==> src/design/serial_if.sv <==
`timescale 1ns/1ns

interface serial_if;

    // master to slave
    logic frame;
    logic bit_en;
    logic sda;

    // slave to master
    logic nak;
    logic ret_en;
    logic ret_sda;

    modport master (
        output frame,
        output bit_en,
        output sda,
        input  nak,
        input  ret_en,
        input  ret_sda
    );

    // nak from the decoder and the return pair from the read shifter
    modport slave (
        input  frame,
        input  bit_en,
        input  sda,
        output nak,
        output ret_en,
        output ret_sda
    );

endinterface

==> src/design/bus_master.sv <==
`timescale 1ns/1ns

module bus_master (
    input  logic        scl,
    input  logic        rst,
    input  logic        cmd_valid,
    input  logic [7:0]  cmd_ctrl,
    input  logic [7:0]  cmd_addr,
    input  logic [7:0]  cmd_wdata,
    output logic        busy,
    output logic        rd_valid,
    output logic [7:0]  rd_data,
    output logic        nack,
    serial_if.master    link
);

    typedef enum logic [1:0] {
        m_idle,
        m_send,
        m_tail,
        m_recv
    } mst_state_t;

    mst_state_t  state;
    logic [23:0] frame_sr;
    logic [7:0]  ret_sr;
    logic [4:0]  bit_cnt;
    logic        is_rd;
    logic [4:0]  last_bit;

    // read frames stop after the address byte
    assign last_bit = is_rd ? 5'd15 : 5'd23;
    assign link.sda = frame_sr[23];

    always_ff @(posedge scl)
    begin
        if (rst)
        begin
            state       <= m_idle;
            busy        <= 1'b0;
            rd_valid    <= 1'b0;
            nack        <= 1'b0;
            bit_cnt     <= '0;
            link.frame  <= 1'b0;
            link.bit_en <= 1'b0;
        end
        else
        begin
            rd_valid <= 1'b0;
            nack     <= 1'b0;
            case (state)
                m_idle:
                begin
                    if (cmd_valid)
                    begin
                        state       <= m_send;
                        busy        <= 1'b1;
                        link.frame  <= 1'b1;
                        link.bit_en <= 1'b1;
                        bit_cnt     <= '0;
                    end
                end
                m_send:
                begin
                    if (link.nak)
                    begin
                        // device type rejected so the frame is dropped
                        state       <= m_idle;
                        busy        <= 1'b0;
                        nack        <= 1'b1;
                        link.frame  <= 1'b0;
                        link.bit_en <= 1'b0;
                    end
                    else if (bit_cnt == last_bit)
                    begin
                        link.bit_en <= 1'b0;
                        bit_cnt     <= '0;
                        state       <= is_rd ? m_recv : m_tail;
                    end
                    else
                    begin
                        bit_cnt <= bit_cnt + 5'd1;
                    end
                end
                m_tail:
                begin
                    // one cycle for the decoder to issue the write
                    state      <= m_idle;
                    busy       <= 1'b0;
                    link.frame <= 1'b0;
                end
                m_recv:
                begin
                    if (link.ret_en)
                    begin
                        bit_cnt <= bit_cnt + 5'd1;
                        if (bit_cnt == 5'd7)
                        begin
                            state      <= m_idle;
                            busy       <= 1'b0;
                            rd_valid   <= 1'b1;
                            link.frame <= 1'b0;
                            bit_cnt    <= '0;
                        end
                    end
                end
                default:
                    state <= m_idle;
            endcase
        end
    end

    always_ff @(posedge scl)
    begin
        if (state == m_idle && cmd_valid)
        begin
            frame_sr <= {cmd_ctrl, cmd_addr, cmd_wdata};
            is_rd    <= cmd_ctrl[0];
        end
        else if (link.bit_en)
        begin
            frame_sr <= {frame_sr[22:0], 1'b0};
        end
        if (state == m_recv && link.ret_en)
        begin
            ret_sr <= {ret_sr[6:0], link.ret_sda};
            if (bit_cnt == 5'd7)
                rd_data <= {ret_sr[6:0], link.ret_sda};
        end
    end

    assert property (@(posedge scl) disable iff (rst) link.bit_en |-> link.frame)
        else $error("bit_en high outside a frame");

endmodule

==> src/flat_wrapper.sv <==
// flat-port wrapper written by rule: the top's interface ports become plain ports
module bus_master_flat 
  (scl, rst, cmd_valid, cmd_ctrl, cmd_addr, cmd_wdata, busy, rd_valid, rd_data, nack, link_frame, link_bit_en, link_sda, link_nak, link_ret_en, link_ret_sda);
  serial_if link_i ();
  input  logic scl;
  input  logic rst;
  input  logic cmd_valid;
  input  logic [7:0] cmd_ctrl;
  input  logic [7:0] cmd_addr;
  input  logic [7:0] cmd_wdata;
  output logic busy;
  output logic rd_valid;
  output logic [7:0] rd_data;
  output logic nack;
  output wire logic [$bits(link_i.frame)-1:0] link_frame;
  output wire logic [$bits(link_i.bit_en)-1:0] link_bit_en;
  output wire logic [$bits(link_i.sda)-1:0] link_sda;
  input wire logic [$bits(link_i.nak)-1:0] link_nak;
  input wire logic [$bits(link_i.ret_en)-1:0] link_ret_en;
  input wire logic [$bits(link_i.ret_sda)-1:0] link_ret_sda;
  assign link_frame = link_i.frame;
  assign link_bit_en = link_i.bit_en;
  assign link_sda = link_i.sda;
  assign link_i.nak = link_nak;
  assign link_i.ret_en = link_ret_en;
  assign link_i.ret_sda = link_ret_sda;
  bus_master u_core (.scl(scl), .rst(rst), .cmd_valid(cmd_valid), .cmd_ctrl(cmd_ctrl), .cmd_addr(cmd_addr), .cmd_wdata(cmd_wdata), .busy(busy), .rd_valid(rd_valid), .rd_data(rd_data), .nack(nack), .link(link_i));
endmodule
==> config.mk <==
export PLATFORM = sky130hd
export DESIGN_NAME = bus_master_flat
export DESIGN_NICKNAME = d
export VERILOG_FILES = /design/src/design/serial_if.sv /design/src/design/bus_master.sv /design/src/flat_wrapper.sv
export SDC_FILE = /design/constraint.sdc
export NUM_CORES = 1
export LEC_CHECK = 0
export ABC_AREA = 1
export ABC_CLOCK_PERIOD_IN_PS = 3200
export BUFFER_PORTS_ARGS = -buffer_cell sky130_fd_sc_hd__buf_4
export CAP_MARGIN = 20
export CORE_MARGIN = 2
export CORE_UTILIZATION = 30
export CTS_BUF_LIST = sky130_fd_sc_hd__clkbuf_8
export DETAILED_ROUTE_END_ITERATION = 10
export PLACE_DENSITY = 0.6
export SLEW_MARGIN = 20
export SYNTH_ARGS = -nofsm -noshare
export SYNTH_HDL_FRONTEND = slang
export SYNTH_SLANG_ARGS = --single-unit
export TNS_END_PERCENT = 1
==> constraint.sdc <==
create_clock -name scl -period 3.2 [get_ports scl]
set_input_delay 0.16 -clock scl [delete_from_list [all_inputs] [get_ports scl]]
set_output_delay 0.16 -clock scl [all_outputs]
set_load 0.02 [all_outputs]
# After elaboration in Yosys (flattened, before gate mapping)
# Cells that the tools add are included.
# op_classes
n_addsub,1
n_eq_ne,11
n_mux,26
bitwise,3
reduce_logical,13
# ops
cell,count
$mux 24,2
$mux 5,6
$pmux 5 s3,1
$reduce_and 4->1,3
$mux 2,5
$mux 1,9
$ne 2x2->1 const B,4
$pmux 2 s4,1
$add 5x1->5 const B,1
$eq 5x3->1 const B,1
$eq 5x5->1,1
$eq 2x2->1 const B,2
$pmux 1 s4,1
$reduce_bool 2->1,2
$ne 3x2->1 const B,1
$not 1->1,3
$reduce_and 3->1,1
$reduce_bool 3->1,1
$reduce_or 3->1,1
$eq 2x1->1 const B,1
$logic_and 1x1->1,2
$logic_not 2->1,1
$ne 2x1->1 const B,1
$pmux 1 s2,1
other kinds (2),2
# totals
reg_bits,51
output_inout_bits,14
word_cells,64

# Depth between registers and ports, before layout
# Gate-level depths: netlist of run 1.
# logic_depth
ltp_word,5
mapped_depth,10
depth_no_buf,9

# Least setup slack after synthesis of run 1
# OpenSTA, ideal clock, no wires.
# synth_path
path_type,reg2reg
from,register u_core.bit_cnt[0]
to,register u_core.rd_data[0] (enable)
arrival_ns,1.346
required_ns,2.817
setup_slack_ns,1.470
path_stages_with_launch,6
period_less_slack_ns,1.730
path_cell_list,dfxtp_1 ha_1 nand2_1 inv_1 nand2_1 nor3_1
# synth_via
elab_chain_cells,2
# synth_rtl
item,line,rtl
start: declaration,bus_master.sv:27,logic [4:0] bit_cnt;
start signal: assignment,bus_master.sv:82,bit_cnt <= bit_cnt + 5'd1;
start signal: assignment,bus_master.sv:96,bit_cnt <= bit_cnt + 5'd1;
$eq 5x3->1,bus_master.sv:127,if (bit_cnt == 5'd7)
$reduce_and 2->1 (no source line),n/a,
end signal: assignment,bus_master.sv:128,"rd_data <= {ret_sr[6:0], link.ret_sda};"
end: declaration,bus_master.sv:12,"output logic [7:0] rd_data,"
# No other way between the ends.
# A chain may end at the register's enable or synchronous reset.

# Final worst setup path of run 1
# layout_path
from,register u_core.state[0]
to,register u_core.frame_sr[12] (enable)
# layout_via
elab_chain_cells,3
# layout_rtl
item,line,rtl
start: declaration,bus_master.sv:24,mst_state_t state;
start signal: assignment,bus_master.sv:39,state <= m_idle;
start signal: assignment,bus_master.sv:56,state <= m_send;
start signal: assignment,bus_master.sv:68,state <= m_idle;
$logic_not 2->1,bus_master.sv:115,if (state == m_idle && cmd_valid)
$logic_and 1x1->1,bus_master.sv:115,
$reduce_bool 2->1 (no source line),n/a,
end signal: assignment,bus_master.sv:117,"frame_sr <= {cmd_ctrl, cmd_addr, cmd_wdata};"
end signal: assignment,bus_master.sv:122,"frame_sr <= {frame_sr[22:0], 1'b0};"
end: declaration,bus_master.sv:25,logic [23:0] frame_sr;
# No other way between the ends.

==> flow_summary.toml, run 1 <==
[outcome]
status = "complete, no violations"

[cells_and_area]
antenna_cells = 0
finish.instance_area_um2 = 2710
drive_gt1_share_pct = 25.2
fillers = 751
final_cell_mix = "nand2_1 (97), buf_4 (44), edfxtp_1 (40), inv_1 (15), nor2_1 (12)"
multi_input_area_um2 = 643
post-route-util_pct = 37.9
final-seq-area_um2 = 1420
fin_nets = 301
final_common_cell = "nand2_1"
synthToLayoutAreaGrowth_pct = 24.1

[critical_path]
r2r-end = "u_core.frame_sr[12]"
worstRegToRegCells = 5
cp-startpoint = "u_core.state[0]"
path_buf_inv = 2
r2r-start = "u_core.state[0]"
r2r_slack_ns = 1.03
cp.depth = 5
crit_required_ns = 3.14
crit_end = "u_core.frame_sr[12]"
cpMaxStageDelayCell = "or2_2"
arrival_ns = 2.11
crit_path_start_kind = "register"
crit_chain = "nor2_2 -> nand2_2 -> buf_4 -> inv_2 -> or2_2"
critical_path_class = "register to register"
path_delay_family = "simple AND/OR/NAND/NOR gates"
critical-path-max-stage-delay_ns = 0.56
cp_max_fo = 27
crit_path_end_kind = "register"

[floorplan]
die_y_um = 89.3
core_area_um2 = 7140
num_rows = 31
die-area_um2 = 7970
die_w_um = 89.3
start_util_pct = 30.6
io_pins = 44

[sta]
worst_pin_slew_ns = 1.02
whs_ns = 0.0394
fmaxAchievable_mhz = 461
period_minus_slack_ns = 2.17
fin_crit_sh_pct = 67.8
relSlewSlack_pct = 31.4
fin_setup_tns_ns = 0
final_max_slew_viol_count = 0
rsz0062_at_grt = "false"
setup_violations = 0
hold_violations = 0
finalClockSkew_ns = 0.0102

[power_and_ir_drop]
power.density_nw_per_um2 = 605
finalPower_w = 0.00164
peakVddDrop_uv = 233
p_leak_nw = 1.18

[global_routing]
overflow = 0
grt_max_degree = 28
grt_pass1_vias = 1437
track_usage_pct = 10.8
grt_pass1_wl_um = 6470
antenna_found_initial = 0

[job]
drv_cap = 0

[routing]
ant_nets = 0
wl_per_cell_um = 10.8
num_vias = 1539
wl_um = 3990
routed_via_density = 4.17
drtIter0Drc = 75
dr.pass1.iters = 4
drc = 0

[cts]
clockBufferDepth = 2
cts_sinks = 51
clk_latency_ns = 0.30
cts_resized = 0
clockRootBuffer = "clkbuf_8"
htree_num_levels = 2
clk_pin_slew_ns = 0.10
postCtsHoldBufs = 0
cts_tree = "built"
cts_buffers = 5
post_cts_buffers = 0

[placed_design]
dp_hpwl_um = 2810
dpl_cell_area_um2 = 2590
portBuffers = 43
globalplace.congestion = 0.791

[logic_synthesis]
synth_seq_cells = 51
synth_cells = 225
syn_nets = 257
syn-mean-instance-area_um2 = 9.69
yosysUniqueCellTypes = 23
synth_area_um2 = 2180
yosysWarnings = 0
seq_area_frac_synth_pct = 65.2

[hold_path]
hold_path.class = "primary input to register"
## area by class of cell
type                       count  area share (%)
sequential                    51            52.5
timing repair buffer          44            12.2
tap                           99            4.58
clock buffer                   5            2.54
multi-input combinational    147            23.8
inverter                      20            2.77
clock inverter                 3            1.62
## stage by stage
stage,instances,worst slack (ns)
after global routing,369,0.859
after CTS,369,0.979
after global placement,361,1.08
after floorplan,225,1.47
final,369,1.03
after detailed placement,361,1.00
## per-layer routing
layer	vias up	global-route usage [%]	routed length, µm
met1	680	13.8	1910
met3	7	2.95	210
met4	0	4.07	55
met5	-	0	0
met2	41	17.6	1810
li1	811	-	-
## cells by family (layout without fill, tap and decap cells)
family	count (synthesis)	after routing	synth area share (%)
AO/OA/AOI/OAI	13	13	3.16
buffers and inverters	27	72	5.34
adder cells (fa/ha/maj)	2	2	1.15
flip-flops	51	51	65.2
AND/OR/NAND/NOR	132	132	25.2
## worst min-delay path by stage
stage / from / slack, ns / cells after the start / endpoint
after detailed placement: link_ret_sda / 0.35 / 1 / u_core.rd_data[0]
after CTS: link_ret_sda / 0.03 / 1 / u_core.rd_data[0]
after floorplan: cmd_ctrl[0] / 0.26 / 0 / u_core.is_rd
after global placement: cmd_ctrl[0] / 0.35 / 1 / u_core.is_rd
final: link_ret_sda / 0.04 / 1 / u_core.rd_data[0]
after global routing: link_ret_sda / 0.03 / 1 / u_core.ret_sr[0]
## flip-flops by register name, indices dropped and copies added, names as in the netlist
name / count
u_core.link.frame: 1
u_core.ret_sr: 7
u_core.bit_cnt: 5
u_core.frame_sr: 24
u_core.rd_valid: 1
u_core.link.bit_en: 1
u_core.state: 2
u_core.nack: 1
u_core.is_rd: 1
u_core.rd_data: 8
## synthesized netlist by cell type (all sizes together)
cell type / number / area share, %
edfxtp: 40 / 55
buf: 6 / 1.7
a21oi: 10 / 2.3
nor4: 1 / 0.29
nand3: 9 / 2.3
or2: 1 / 0.29
inv: 20 / 3.4
nand4: 2 / 0.57
ha: 2 / 1.1
nor3: 2 / 0.46
nand2: 101 / 18
clkbuf: 1 / 0.17
nor2: 16 / 3.2
o21ai: 3 / 0.86
dfxtp: 11 / 10
## power by group
group / internal, W / switching (W)
combinational: 0.000108 / 0.000194
clock: 0.000233 / 0.000217
sequential: 0.000846 / 0.0000400
Power figures use the tool's default switching activity.
==> inputs of run 2 (changes only) <==
ABC_CLOCK_PERIOD_IN_PS = 1740   (was 3200)
PLACE_DENSITY = 0.62   (was 0.6)
clock period = 1.74 ns   (was 3.2 ns; I/O delays follow)
==> flow_summary.toml, run 2 (synthesis gave the netlist of run 1 again) <==
[outcome]
status = "complete, no violations"

[cells_and_area]
drive_gt1_share_pct = 25.7
synthToLayoutAreaGrowth_pct = 25.5
finish.instance_area_um2 = 2740
largest_register = "u_core.frame_sr"
final_common_cell = "nand2_1"
largest_reg_flops = 24
largestRegisters = "u_core.frame_sr x24, u_core.rd_data x8, u_core.ret_sr x7"
fin_nets = 307
final_cell_mix = "nand2_1 (97), buf_4 (48), edfxtp_1 (40), inv_1 (15), nor2_1 (12)"
post-route-util_pct = 38.4
antenna_cells = 0

[power_and_ir_drop]
power.density_nw_per_um2 = 1060
p_leak_nw = 1.20
peakVddDrop_uv = 590
finalPower_w = 0.00290

[routing]
drc = 0
dr.pass1.iters = 4
wl_um = 3980
drtIter0Drc = 44
routed_via_density = 4.20
wl_per_cell_um = 10.6
ant_nets = 0
num_vias = 1574

[sta]
setup_ws_ns = 0.200
period_minus_slack_ns = 1.54
relSlewSlack_pct = 62.2
hold_violations = 0
finalClockSkew_ns = 0.00952
final_max_slew_viol_count = 0
setup_violations = 0
fmaxAchievable_mhz = 649
worst_pin_slew_ns = 0.568
fin_crit_sh_pct = 88.5
rsz0062_at_grt = "false"
fin_setup_tns_ns = 0

[critical_path]
path_delay_family = "simple AND/OR/NAND/NOR gates"
critical-path-max-stage-delay_ns = 0.47
path_buf_inv = 1
crit_chain = "nor2_2 -> nand2_2 -> inv_2 -> or2_2"
arrival_ns = 1.48
cp_max_fo = 24
critical_path_class = "register to register"
crit_path_end_kind = "register"
crit_path_start_kind = "register"
cpMaxStageDelayCell = "or2_2"
crit_required_ns = 1.68

[placed_design]
dp_hpwl_um = 2840
portBuffers = 43
globalplace.congestion = 0.814
place_ws_ns = 0.190
dpl_cell_area_um2 = 2620

[floorplan]
start_util_pct = 30.6
io_pins = 44
num_rows = 31
die-area_um2 = 7970
die_y_um = 89.3
die_w_um = 89.3
core_area_um2 = 7140

[cts]
clockBufferDepth = 2
htree_num_levels = 2
clockRootBuffer = "clkbuf_8"
clk_pin_slew_ns = 0.09
cts_sinks = 51
cts_resized = 0
cts_tree = "built"
cts_buffers = 5
clk_latency_ns = 0.29

[global_routing]
grt_pass1_vias = 1496
grt_max_degree = 27
track_usage_pct = 10.9
grt_pass1_wl_um = 6670
overflow = 0
antenna_found_initial = 0

[hold_path]
hold_path.class = "primary input to register"

[job]
drv_cap = 0
run 2: area by class of cell:
cell class | count | area, µm²
Clock buffer | 6 | 82.6
Clock inverter | 2 | 11.3
Fill cell | 749 | 4400
Inverter | 20 | 75.1
Multi-Input combinational cell | 147 | 643
Sequential cell | 51 | 1420
Tap cell | 99 | 124
Timing Repair Buffer | 50 | 380
run 2: path summary, 6_finish.rpt:
path / cells past startpoint / slack [ns] / to / from
setup / recovery: 4 / 0.20 / u_core.frame_sr[17] / u_core.state[1]
hold / removal: 2 / 0.02 / u_core.bit_cnt[1] / rst
setup reg to reg: 4 / 0.20 / u_core.frame_sr[17] / u_core.state[1]
hold reg to reg: 0 / 0.42 / u_core.rd_data[7] / u_core.ret_sr[6]
run 2: routing by layer:
layer	part of all wire (%)	track usage [%]
met1	49	14.6
met2	46	18.0
met3	4.5	2.77
met4	0.63	2.44
met5	0	0
run 2: through the flow:
step / cells / hold slack, ns
2_1_floorplan: 225 / 0.186
3_3_place_gp: 365 / 0.278
3_5_place_dp: 365 / 0.278
4_1_cts: 375 / 0.00620
5_1_grt: 375 / 0.0121
6_report: 375 / 0.0175
run 2: power breakdown:
group	leakage (nW)	switching (W)	internal, W	total [W]
Sequential	0.470	0.0000661	0.00156	0.00162
Clock	0.0449	0.000376	0.000318	0.000695
Combinational	0.683	0.000372	0.000214	0.000587
Total	1.20	0.000815	0.00209	0.00290
run 2: what timing repair did:
item | 4_1_cts | 5_1_grt
hold buffers | 2 | 0
buffers inserted | 0 | 0
endpoints found under the hold margin | 3 | 0
